**src/verilog/dma_config.svh**
```systemverilog
// Sizes and flit field positions for the DMA response subsystem
`ifndef DMA_CONFIG_SVH
`define DMA_CONFIG_SVH

//////////////////////////////
// Widths
//////////////////////////////

// Address and AHB data width
`define DMA_ADDR_WIDTH 32

// Flit is 2 type bits over 32 content bits
`define DMA_FLIT_WIDTH 34

//////////////////////////////
// Field positions
//////////////////////////////

// Flit type, top of every flit
`define DMA_FLIT_TYPE_MSB 33
`define DMA_FLIT_TYPE_LSB 32

// Header content fields
`define DMA_PKT_TYPE_MSB  31
`define DMA_PKT_TYPE_LSB  30
`define DMA_PKT_RESP_LAST 29
`define DMA_PKT_ID_MSB    28
`define DMA_PKT_ID_LSB    27

//////////////////////////////
// Sizes
//////////////////////////////

`define DMA_TABLE_ENTRIES 4
`define DMA_BUF_DEPTH     16

`endif

```
**src/verilog/dma_ahb_pkg.sv**
```systemverilog
// AHB-Lite transfer and burst encodings
`default_nettype none

package dma_ahb_pkg;

  // HTRANS codes
  typedef enum logic [1:0] {
    HTRANS_IDLE   = 2'b00,
    HTRANS_BUSY   = 2'b01,
    HTRANS_NONSEQ = 2'b10,
    HTRANS_SEQ    = 2'b11
  } ahb_trans_t;

  // HBURST codes, only SINGLE and INCR are issued here
  typedef enum logic [2:0] {
    HBURST_SINGLE = 3'b000,
    HBURST_INCR   = 3'b001,
    HBURST_WRAP4  = 3'b010,
    HBURST_INCR4  = 3'b011,
    HBURST_WRAP8  = 3'b100,
    HBURST_INCR8  = 3'b101,
    HBURST_WRAP16 = 3'b110,
    HBURST_INCR16 = 3'b111
  } ahb_burst_t;

endpackage

`default_nettype wire

```
**src/verilog/dma_noc_pkg.sv**
```systemverilog
// NoC flit type, packet type and table index types
`default_nettype none

`include "dma_config.svh"

package dma_noc_pkg;

  //////////////////////////////
  // Flit level
  //////////////////////////////

  // Flit type in bits 33:32 of every flit
  typedef enum logic [1:0] {
    FLIT_PAYLOAD = 2'b00,
    FLIT_HEADER  = 2'b01,
    FLIT_LAST    = 2'b10,
    // Header and last flit in one
    FLIT_SINGLE  = 2'b11
  } flit_type_t;

  //////////////////////////////
  // Packet level
  //////////////////////////////

  // Packet type in header bits 31:30
  typedef enum logic [1:0] {
    PKT_L2R_REQ  = 2'b00,
    PKT_R2L_REQ  = 2'b01,
    // Acknowledgment, no payload
    PKT_L2R_RESP = 2'b10,
    // Read data for local memory
    PKT_R2L_RESP = 2'b11
  } packet_type_t;

  // Request table entry index
  typedef logic [$clog2(`DMA_TABLE_ENTRIES)-1:0] table_pos_t;

endpackage

`default_nettype wire

```
**src/verilog/dma_ahb_write_port.sv**
```systemverilog
// Address counter and AHB-Lite write master signals
`timescale 1ns/100ps
`default_nettype none

`include "dma_config.svh"

module dma_ahb_write_port (
  input  wire                        clk,
  input  wire                        rst,
  input  wire [`DMA_ADDR_WIDTH-1:0]  flit_content,
  input  wire                        addr_load,
  input  wire                        burst_active,
  input  wire                        burst_single,
  input  wire                        hready,
  output logic                       beat_done,
  output logic                       hsel,
  output logic [`DMA_ADDR_WIDTH-1:0] haddr,
  output logic [`DMA_ADDR_WIDTH-1:0] hwdata,
  output logic                       hwrite,
  output dma_ahb_pkg::ahb_trans_t    htrans,
  output dma_ahb_pkg::ahb_burst_t    hburst,
  output logic                       hmastlock
);
  import dma_ahb_pkg::*;

  logic [`DMA_ADDR_WIDTH-1:0] addr;
  logic                       first_beat;

  // A beat completes when the slave is ready
  assign beat_done = burst_active & hready;

  //////////////////////////////
  // Address and first beat
  //////////////////////////////

  // Word steps, loaded from the address flit
  always_ff @(posedge clk) begin
    if (addr_load) begin
      addr <= flit_content;
    end else if (beat_done) begin
      addr <= addr + `DMA_ADDR_WIDTH'(4);
    end
  end

  always_ff @(posedge clk) begin
    if (rst) begin
      first_beat <= 1'b1;
    end else if (addr_load) begin
      first_beat <= 1'b1;
    end else if (beat_done) begin
      first_beat <= 1'b0;
    end
  end

  //////////////////////////////
  // Bus signals
  //////////////////////////////

  // Single phase, address and data in the same cycle
  assign haddr     = addr;
  assign hwdata    = flit_content;
  assign hsel      = burst_active;
  assign hwrite    = burst_active;
  assign hmastlock = burst_active;

  assign htrans = !burst_active ? HTRANS_IDLE :
                  first_beat    ? HTRANS_NONSEQ : HTRANS_SEQ;

  // Single only when the opening beat is already the last one
  assign hburst = (first_beat && burst_single) ? HBURST_SINGLE : HBURST_INCR;

endmodule

`default_nettype wire

```
**src/verilog/dma_done_table.sv**
```systemverilog
// Per-entry completion flags with set from the FSM and clear from software
`timescale 1ns/100ps
`default_nettype none

`include "dma_config.svh"

module dma_done_table (
  input  wire                          clk,
  input  wire                          rst,
  input  wire                          done_en,
  input  wire dma_noc_pkg::table_pos_t done_pos,
  input  wire                          clr_en,
  input  wire dma_noc_pkg::table_pos_t clr_pos,
  output logic [`DMA_TABLE_ENTRIES-1:0] done_flags
);

  always_ff @(posedge clk) begin
    if (rst) begin
      done_flags <= '0;
    end else begin
      if (clr_en) begin
        done_flags[clr_pos] <= 1'b0;
      end
      // Later assignment, so set wins on the same entry
      if (done_en) begin
        done_flags[done_pos] <= 1'b1;
      end
    end
  end

  // Software must clear an entry before it completes again
  a_no_double_done: assert property (@(posedge clk) disable iff (rst)
    done_en |-> !done_flags[done_pos]);

endmodule

`default_nettype wire

```
**src/verilog/dma_packet_buffer.sv**
```systemverilog
// Circular flit FIFO from the NoC input to the response control, with last-flit decode
`timescale 1ns/100ps
`default_nettype none

`include "dma_config.svh"

module dma_packet_buffer #(
  parameter int DEPTH = `DMA_BUF_DEPTH
) (
  input  wire                        clk,
  input  wire                        rst,
  input  wire [`DMA_FLIT_WIDTH-1:0]  in_flit,
  input  wire                        in_valid,
  output logic                       in_ready,
  output logic [`DMA_FLIT_WIDTH-1:0] out_flit,
  output logic                       out_valid,
  input  wire                        out_ready,
  output logic                       out_last
);
  import dma_noc_pkg::*;

  localparam int PTR_W = (DEPTH > 1) ? $clog2(DEPTH) : 1;
  localparam int CNT_W = $clog2(DEPTH + 1);

  // Flit storage
  logic [`DMA_FLIT_WIDTH-1:0] mem [DEPTH];

  logic [PTR_W-1:0] wr_ptr;
  logic [PTR_W-1:0] rd_ptr;
  logic [CNT_W-1:0] count;
  logic             push;
  logic             pop;
  flit_type_t       head_type;

  // Wrap at DEPTH so any depth works
  function automatic logic [PTR_W-1:0] ptr_next(input logic [PTR_W-1:0] ptr);
    return (ptr == PTR_W'(DEPTH - 1)) ? '0 : ptr + 1'b1;
  endfunction

  //////////////////////////////
  // Handshakes
  //////////////////////////////

  // Back-pressure only when every slot holds a flit
  assign in_ready  = (count != CNT_W'(DEPTH));
  assign out_valid = (count != '0);
  assign push      = in_valid & in_ready;
  assign pop       = out_valid & out_ready;

  // Head entry and its type
  assign out_flit  = mem[rd_ptr];
  assign head_type = flit_type_t'(out_flit[`DMA_FLIT_TYPE_MSB:`DMA_FLIT_TYPE_LSB]);
  assign out_last  = (head_type == FLIT_LAST) || (head_type == FLIT_SINGLE);

  //////////////////////////////
  // Storage and pointers
  //////////////////////////////

  always_ff @(posedge clk) begin
    if (push) begin
      mem[wr_ptr] <= in_flit;
    end
  end

  always_ff @(posedge clk) begin
    if (rst) begin
      wr_ptr <= '0;
      rd_ptr <= '0;
      count  <= '0;
    end else begin
      if (push) begin
        wr_ptr <= ptr_next(wr_ptr);
      end
      if (pop) begin
        rd_ptr <= ptr_next(rd_ptr);
      end
      // Occupancy follows push minus pop
      case ({push, pop})
        2'b10:   count <= count + 1'b1;
        2'b01:   count <= count - 1'b1;
        default: count <= count;
      endcase
    end
  end

  // A push into a non-empty FIFO never lands on the unread head slot
  a_no_push_full: assert property (@(posedge clk) disable iff (rst)
    push && (count != '0) |-> (wr_ptr != rd_ptr));

endmodule

`default_nettype wire

```
**src/verilog/dma_resp_ctrl.sv**
```systemverilog
// Response FSM that sorts L2R acknowledgments and R2L write-back packets
`timescale 1ns/100ps
`default_nettype none

`include "dma_config.svh"

module dma_resp_ctrl (
  input  wire                        clk,
  input  wire                        rst,
  input  wire [`DMA_FLIT_WIDTH-1:0]  buf_flit,
  input  wire                        buf_valid,
  input  wire                        buf_last,
  output logic                       buf_ready,
  input  wire                        beat_done,
  output logic                       addr_load,
  output logic                       burst_active,
  output logic                       burst_single,
  output logic                       done_en,
  output dma_noc_pkg::table_pos_t    done_pos
);
  import dma_noc_pkg::*;

  typedef enum logic [1:0] {
    S_IDLE,
    S_GET_SIZE,
    S_GET_ADDR,
    S_DATA
  } resp_state_t;

  resp_state_t  state;
  resp_state_t  state_nxt;

  // Header fields kept for the end of the burst
  table_pos_t   resp_id;
  logic         resp_last;
  logic         hdr_latch;

  // Header decode of the head flit
  packet_type_t hdr_type;
  table_pos_t   hdr_id;

  assign hdr_type = packet_type_t'(buf_flit[`DMA_PKT_TYPE_MSB:`DMA_PKT_TYPE_LSB]);
  assign hdr_id   = table_pos_t'(buf_flit[`DMA_PKT_ID_MSB:`DMA_PKT_ID_LSB]);

  //////////////////////////////
  // Next state and strobes
  //////////////////////////////

  always_comb begin
    state_nxt    = state;
    buf_ready    = 1'b0;
    addr_load    = 1'b0;
    burst_active = 1'b0;
    burst_single = 1'b0;
    done_en      = 1'b0;
    done_pos     = resp_id;
    hdr_latch    = 1'b0;

    case (state)
      S_IDLE: begin
        // Every header is popped, unknown types just vanish
        buf_ready = buf_valid;
        hdr_latch = buf_valid;
        if (buf_valid) begin
          if (hdr_type == PKT_L2R_RESP) begin
            // Acknowledgment completes at once
            done_en  = 1'b1;
            done_pos = hdr_id;
          end else if (hdr_type == PKT_R2L_RESP) begin
            state_nxt = S_GET_SIZE;
          end
        end
      end
      S_GET_SIZE: begin
        // Size flit is skipped, last flit marks the end
        buf_ready = buf_valid;
        if (buf_valid) begin
          state_nxt = S_GET_ADDR;
        end
      end
      S_GET_ADDR: begin
        buf_ready = buf_valid;
        addr_load = buf_valid;
        if (buf_valid) begin
          state_nxt = S_DATA;
        end
      end
      S_DATA: begin
        // Write port qualifies burst_single with its first-beat flag
        burst_active = buf_valid;
        burst_single = buf_valid & buf_last;
        // Data flit leaves only once the bus took it
        buf_ready    = beat_done;
        if (beat_done && buf_last) begin
          state_nxt = S_IDLE;
          done_en   = resp_last;
        end
      end
      default: begin
        state_nxt = S_IDLE;
      end
    endcase
  end

  //////////////////////////////
  // Registers
  //////////////////////////////

  always_ff @(posedge clk) begin
    if (rst) begin
      state <= S_IDLE;
    end else begin
      state <= state_nxt;
    end
  end

  always_ff @(posedge clk) begin
    if (hdr_latch) begin
      resp_id   <= hdr_id;
      resp_last <= buf_flit[`DMA_PKT_RESP_LAST];
    end
  end

  // Write port completes beats only for a data flit at the head
  a_beat_in_data: assert property (@(posedge clk) disable iff (rst)
    beat_done |-> (state == S_DATA) && buf_valid);

endmodule

`default_nettype wire

```
**src/verilog/dma_resp_top.sv**
```systemverilog
// Top level of the DMA response path: buffer, FSM, AHB write port and done table
`timescale 1ns/100ps
`default_nettype none

`include "dma_config.svh"

module dma_resp_top (
  input  wire                           clk,
  input  wire                           rst,
  input  wire [`DMA_FLIT_WIDTH-1:0]     noc_in_flit,
  input  wire                           noc_in_valid,
  output logic                          noc_in_ready,
  output logic                          hsel,
  output logic [`DMA_ADDR_WIDTH-1:0]    haddr,
  output logic [`DMA_ADDR_WIDTH-1:0]    hwdata,
  output logic                          hwrite,
  output dma_ahb_pkg::ahb_trans_t       htrans,
  output dma_ahb_pkg::ahb_burst_t       hburst,
  output logic                          hmastlock,
  input  wire                           hready,
  input  wire                           clr_en,
  input  wire dma_noc_pkg::table_pos_t  clr_pos,
  output logic [`DMA_TABLE_ENTRIES-1:0] done_flags,
  output logic                          ctrl_done_en,
  output dma_noc_pkg::table_pos_t       ctrl_done_pos
);

  // Buffer head
  logic [`DMA_FLIT_WIDTH-1:0] buf_flit;
  logic                       buf_valid;
  logic                       buf_last;
  logic                       buf_ready;

  // FSM to write port
  logic                       addr_load;
  logic                       burst_active;
  logic                       burst_single;
  logic                       beat_done;

  dma_packet_buffer #(
    .DEPTH (`DMA_BUF_DEPTH)
  ) u_buffer (
    .clk       (clk),
    .rst       (rst),
    .in_flit   (noc_in_flit),
    .in_valid  (noc_in_valid),
    .in_ready  (noc_in_ready),
    .out_flit  (buf_flit),
    .out_valid (buf_valid),
    .out_ready (buf_ready),
    .out_last  (buf_last)
  );

  dma_resp_ctrl u_ctrl (
    .clk          (clk),
    .rst          (rst),
    .buf_flit     (buf_flit),
    .buf_valid    (buf_valid),
    .buf_last     (buf_last),
    .buf_ready    (buf_ready),
    .beat_done    (beat_done),
    .addr_load    (addr_load),
    .burst_active (burst_active),
    .burst_single (burst_single),
    .done_en      (ctrl_done_en),
    .done_pos     (ctrl_done_pos)
  );

  // Content bits of the head flit carry both address and data
  dma_ahb_write_port u_write_port (
    .clk          (clk),
    .rst          (rst),
    .flit_content (buf_flit[`DMA_ADDR_WIDTH-1:0]),
    .addr_load    (addr_load),
    .burst_active (burst_active),
    .burst_single (burst_single),
    .hready       (hready),
    .beat_done    (beat_done),
    .hsel         (hsel),
    .haddr        (haddr),
    .hwdata       (hwdata),
    .hwrite       (hwrite),
    .htrans       (htrans),
    .hburst       (hburst),
    .hmastlock    (hmastlock)
  );

  dma_done_table u_done_table (
    .clk        (clk),
    .rst        (rst),
    .done_en    (ctrl_done_en),
    .done_pos   (ctrl_done_pos),
    .clr_en     (clr_en),
    .clr_pos    (clr_pos),
    .done_flags (done_flags)
  );

endmodule

`default_nettype wire
```
**config.mk**
```make
export PLATFORM = sky130hd
export DESIGN_NAME = dma_resp_top
export DESIGN_NICKNAME = d
export VERILOG_FILES = /design/src/verilog/dma_ahb_pkg.sv /design/src/verilog/dma_noc_pkg.sv /design/src/verilog/dma_ahb_write_port.sv /design/src/verilog/dma_done_table.sv /design/src/verilog/dma_packet_buffer.sv /design/src/verilog/dma_resp_ctrl.sv /design/src/verilog/dma_resp_top.sv
export VERILOG_INCLUDE_DIRS = /design/src /design/src/verilog
export SDC_FILE = /design/constraint.sdc
export NUM_CORES = 1
export LEC_CHECK = 0
export BUFFER_PORTS_ARGS = -buffer_cell sky130_fd_sc_hd__buf_2
export CELL_PAD_IN_SITES_DETAIL_PLACEMENT = 1
export CELL_PAD_IN_SITES_GLOBAL_PLACEMENT = 1
export CORE_UTILIZATION = 58
export DETAILED_ROUTE_END_ITERATION = 8
export PLACE_DENSITY = 0.82
export SYNTH_ARGS = -nofsm -noshare
export SYNTH_HDL_FRONTEND = slang
export SYNTH_SLANG_ARGS = --single-unit
```
**constraint.sdc**
```tcl
create_clock -name clk -period 7.8 [get_ports clk]
set_input_delay 1.17 -clock clk [delete_from_list [all_inputs] [get_ports clk]]
set_output_delay 1.17 -clock clk [all_outputs]
set_load 0.02 [all_outputs]
```
# After elaboration in Yosys (flattened, before gate mapping)
# Memories as Yosys holds them, arrays and structs flattened. A register that Yosys moved wholly into a read port is not among the register bits.
# Index checks and enable logic that the tools add are counted.
# op_classes
n_mux	38
n_addsub	5
magnitude_cmp	4
reduce_logical	12
bitwise	7
n_eq_ne	18
# ops
cell	count
two-way mux 32 bit	2
adder 32 x 3 -> 32 bit, second input constant	1
two-way mux 4 bit	7
two-way mux 2 bit	10
equality test 2 bit, second input constant	7
two-way mux 1 bit	13
case mux 5 bit (2 select lines)	1
adder 4 x 1 -> 4 bit, second input constant	2
equality test 4 bit, second input constant	2
inequality test 2 bit, second input constant	4
case mux 2 bit (4 select lines)	1
< comparator 2 x 3 -> 1 bit, second input constant	2
AND reduction 6 bit	1
adder 5 x 1 -> 5 bit, second input constant	1
inequality test 5 bit, second input constant	1
nonzero test 5 bit	1
subtractor 5 x 1 -> 5 bit, second input constant	1
bitwise AND 1 bit	4
bitwise AND 4 bit	1
demux 1 bit (select 2 bit)	2
equality test 2 x 1 -> 1 bit, second input constant	2
>= comparator 2 x 1 -> 1 bit, second input constant	2
logical AND 1 bit	4
inequality test 2 x 1 -> 1 bit, second input constant	2
8 further kinds	10
# word_totals
inputBits	41
ramBits	544
wordCells	94
output_inout_bits	80
memories	1
ff_bits	55
# memory_table
memory	depth	width	rd	rd_clocked_by_memory_dff	wr	line	source
u_buffer.mem	16	34	1	1	1	dma_packet_buffer.sv:26	logic [`DMA_FLIT_WIDTH-1:0] mem [DEPTH];

# Longest topological paths before layout
# logic_depth
depth_word	10
mapped_depth	16

# Hierarchy
# From an unflattened synthesis, not the netlist that was laid out.
# unflattened
hier_cells	1175
area_unflattened_um2	24270.8
# by_module_without_submodules
module	area_each_um2	cells_per_inst	seq_area_each_um2	instances
dma_packet_buffer	21410.5	872	16676.0	1
dma_ahb_write_port	2274.7	247	980.9	1
dma_resp_ctrl	405.4	39	130.1	1
dma_done_table	180.2	17	80.1	1

# Worst setup path after synthesis
# No wires, ideal clock.
# synth_path
path_type	input to register
start	input noc_in_valid
end	memory u_buffer.mem[3][0] in the netlist's numbering, enable pin
path_stages	4
arrival_ns	3.910
required_ns	7.336
n_path_buf	1
slack_ns	3.426
path_cell_list	and2_1 clkbuf_1 nand2_1 nor3_1
# synth_between
elab_chain_len	3
# synth_lines
item	line	source
from (decl)	dma_resp_top.sv:11	input wire noc_in_valid,
bitwise AND 1 bit	dma_packet_buffer.sv:47	assign push = in_valid & in_ready;
two-way mux 1 bit	dma_packet_buffer.sv:60	if (push) begin
two-way mux 1 bit (not written as such)	dma_packet_buffer.sv:61	mem[wr_ptr] <= in_flit;
to (decl)	dma_packet_buffer.sv:26	
# Every way passes these cells.

==> impl_metrics.env <==
export IMPL_p_int_mw=6.15
export IMPL_yosys_warnings=0
export IMPL_synth_area_top_cells="edfxtp_1 (72%), mux4_2 (8.8%), mux4_1 (7.1%)"
export IMPL_crit_arrival_ns=3.97
export IMPL_finalWorstSetupSlack_ns=2.66
export IMPL_worstPathRequired_ns=6.63
export IMPL_crit_type="flop to primary output"
export IMPL_fin_tns_setup_ns=0
export IMPL_drtAntennaViolNets=0
export IMPL_num_rows=73
export IMPL_grt_pass1_wl_microns=80900
export IMPL_max_cap_violations=0
export IMPL_synth_distinct_cells=57
export IMPL_area_delta_synth_final_pct=13.1
export IMPL_combPwrFrac_pct=22.5
export IMPL_worstPathMaxFanout=84
export IMPL_grt_setup_unrepaired="no"
export IMPL_coreArea_sq_um=39900
export IMPL_cts_hold_buf=0
export IMPL_sw_frac_of_total_pct=27.7
export IMPL_fin_crit_ns=5.14
export IMPL_initial_core_util_pct=59.1
export IMPL_powerDensity_nw_per_um2=319
export IMPL_hp_start="u_write_port.first_beat"
export IMPL_syn_area_sq_um=23600
export IMPL_drt_wl_total_microns=55500
export IMPL_switching_power_mw=2.36
export IMPL_ff2ff_path_depth=7
export IMPL_slew_headroom_pct=27.5
export IMPL_track_usage_pct=27.4
export IMPL_drtIter0Drc=1277
export IMPL_ys_seq_elements=587
export IMPL_cts_tree="done"
export IMPL_r2r_end="u_done_table.done_flags[2]"
export IMPL_startpoint_type="flop"
export IMPL_yosysTopAreaCell="edfxtp_1"
export IMPL_grt_pass1_vias=12500
export IMPL_drive_gt1_share_pct=26.2
export IMPL_async_flop_share_pct=0
export IMPL_busiest_layer="met2"
export IMPL_clk_pin_slew_ns=0.06
export IMPL_clk_path_buf_depth=3
export IMPL_final_hold_viol_count=0
export IMPL_die_area_sq_um=41500
export IMPL_ir_drop_mv=0.213
export IMPL_worstMarginPinSlew_ns=1.09
export IMPL_hp_class="flop to flop"
export IMPL_cts_resized=0
export IMPL_total_leakage_power_nw=8.65
export IMPL_min_path_cells=2
export IMPL_chipWidth_microns=204
export IMPL_grt_ovfl_total=0
export IMPL_routed_via_density=6.40
export IMPL_fin_nets=1333
export IMPL_final_period_utilization_pct=66.0
export IMPL_finalSetupViolations=0
export IMPL_finClkSkew_ns=0.0180
export IMPL_syn_inst=1134
export IMPL_ys_flop_type="edfxtp_1"
export IMPL_fp_dieH_microns=204
export IMPL_clock_fmax_ghz=0.194
export IMPL_synth_edf_count=563
export IMPL_wl_per_cell_microns=29.9
export IMPL_drtPass1Iterations=5
export IMPL_drv_slew=0
export IMPL_globalplace_congestion=0.795
export IMPL_cts_htree_levels=2
export IMPL_power_mw=8.51
export IMPL_routed_via_count=11900
export IMPL_use_met3_pct=4.07
export IMPL_clockRootBuffer="clkbuf_16"
export IMPL_seq_area_frac_synth_pct=73.7
export IMPL_use_met1_pct=36.5
export IMPL_clock_sinks=587
export IMPL_endpoint_kind="primary output"
export IMPL_use_met2_pct=47.2
export IMPL_pre_cts_ws_ns=3.25
export IMPL_grt_max_degree=85
export IMPL_syn_area_per_cell_sq_um=20.8
export IMPL_r2r_slack_ns=4.17
export IMPL_clock_latency_ns=0.61
export IMPL_status="complete, no violations"
export IMPL_cts_setup_buffers=0
export IMPL_drc=0
export IMPL_min_to="u_write_port.first_beat"
export IMPL_pwr_share_seq_pct=44.5
export IMPL_synth_top_area_share_pct=71.7
export IMPL_portBuffers=117
export IMPL_io_pins=121
export IMPL_cts_buffers=58
export IMPL_power_frac_clock_pct=33.0
export IMPL_dp_hpwl_microns=29500
export IMPL_antenna_found_initial=5
==> flip-flops by register name, indices dropped and copies added, names as in the netlist, named ones only <==
name / cells
u_buffer.mem: 528
u_ctrl.resp_id: 2
u_ctrl.state: 2
u_done_table.done_flags: 4
u_write_port.first_beat: 1
u_ctrl.resp_last: 1
u_buffer.rd_ptr: 4
u_write_port.haddr: 32
u_buffer.wr_ptr: 4
u_buffer.count: 5
==> worst max-delay path by stage <==
stage	startpoint	end	slack, ns	cells past startpoint
6_report	flop	ctrl_done_pos[0]	2.66	7
5_1_grt	flop	ctrl_done_pos[0]	2.36	7
4_1_cts	flop	ctrl_done_pos[1]	2.58	7
3_5_place_dp	flop	ctrl_done_en	3.25	8
3_3_place_gp	flop	ctrl_done_en	3.29	8
2_1_floorplan	noc_in_valid	u_buffer.mem[3][0]	3.43	4
==> power groups by stage <==
stage / clock network (mW) / logic, mW / registers [mW]
floorplan: 0 / 1.53 / 3.74
global placement: 0 / 1.85 / 3.84
detailed placement: 0 / 1.90 / 3.85
CTS: 2.85 / 1.92 / 3.79
global route: 2.95 / 2.04 / 3.81
finish: 2.81 / 1.91 / 3.78
==> routing by layer <==
| metal | share of wire, % | vias up |
|---|---|---|
| met5 | 0.027 | - |
| met4 | 2.4 | 2 |
| met3 | 6.3 | 104 |
| met2 | 52 | 547 |
| met1 | 40 | 6225 |
| li1 | - | 4990 |
==> cells in the mapped netlist, drive strengths merged (3+ instances only) <==
master  number
o21ai       13
ha          14
and2         5
xor2        22
nand4        5
and3         7
mux4       156
nor2b        6
nand3       23
nor4b        3
a21oi       36
and4         3
dfxtp       24
nand2       39
mux2i       11
clkbuf      21
nor2        61
o211ai       3
nand2b       4
edfxtp     563
o41a         4
mux2         4
inv         15
nor3b        4
xnor2       14
nor3         7
buf         37
==> final cells by class <==
type	instances	area (sq um)
Sequential cell	587	17400
Fill cell	3227	13200
Multi-Input combinational cell	474	5850
Clock buffer	79	1570
Timing Repair Buffer	141	778
Tap cell	525	657
Clock inverter	31	358
Inverter	16	60.1
Antenna cell	1	2.50
==> metrics by stage <==
stage | cell area, sq um | hold WS, ns | util, % | instances
2_1_floorplan | 23600 | 0.463 | - | 1135
3_3_place_gp | 24700 | 0.482 | 62.0 | 1743
3_5_place_dp | 24700 | 0.508 | 62.0 | 1743
4_1_cts | 26700 | 0.518 | 66.8 | 1853
5_1_grt | 26700 | 0.550 | 66.8 | 1854
6_report | 26700 | 0.508 | 66.8 | 1854
==> cell usage in the layout (no fill, tap or decap), drive strengths merged, types with 3 or more instances in the layout <==
master  instances
xor2           22
nand3          23
and3            7
nor2           61
nand2          39
o21ai          13
buf           141
bufinv          8
o41a            4
clkbuf         79
nor3            7
nor3b           4
mux2            4
ha             14
nand4           5
nand2b          4
clkinv         22
xnor2          14
and4            3
inv            17
mux4          156
nor4b           3
mux2i          11
dfxtp          24
and2            5
edfxtp        563
a21oi          36
o211ai          3
nor2b           6
==> worst max-delay path: stages (launching register included) <==
cell and delay, ns:
dfxtp_4 1.00, buf_12 0.52, mux4_1 0.66, nand2_1 0.08, and4_1 0.30, o211ai_2 0.23
o21ai_0 0.22, buf_2 0.19
==> logic make-up (layout without fill, tap and decap cells) <==
family | count (synthesis) | count (layout) | synth area share (%)
DFF | 587 | 587 | 73.7
buffers and inverters | 74 | 267 | 1.99
and+or+nand+nor | 176 | 176 | 3.60
AOI/OAI and AO/OA | 75 | 75 | 2.06
muxes | 171 | 171 | 16.6
other | 1 | 3 | 0.0159
adders and majority gates | 14 | 14 | 0.742
xor gates and xnor gates | 36 | 36 | 1.34
No activity file was read; power rests on OpenSTA's default activity.
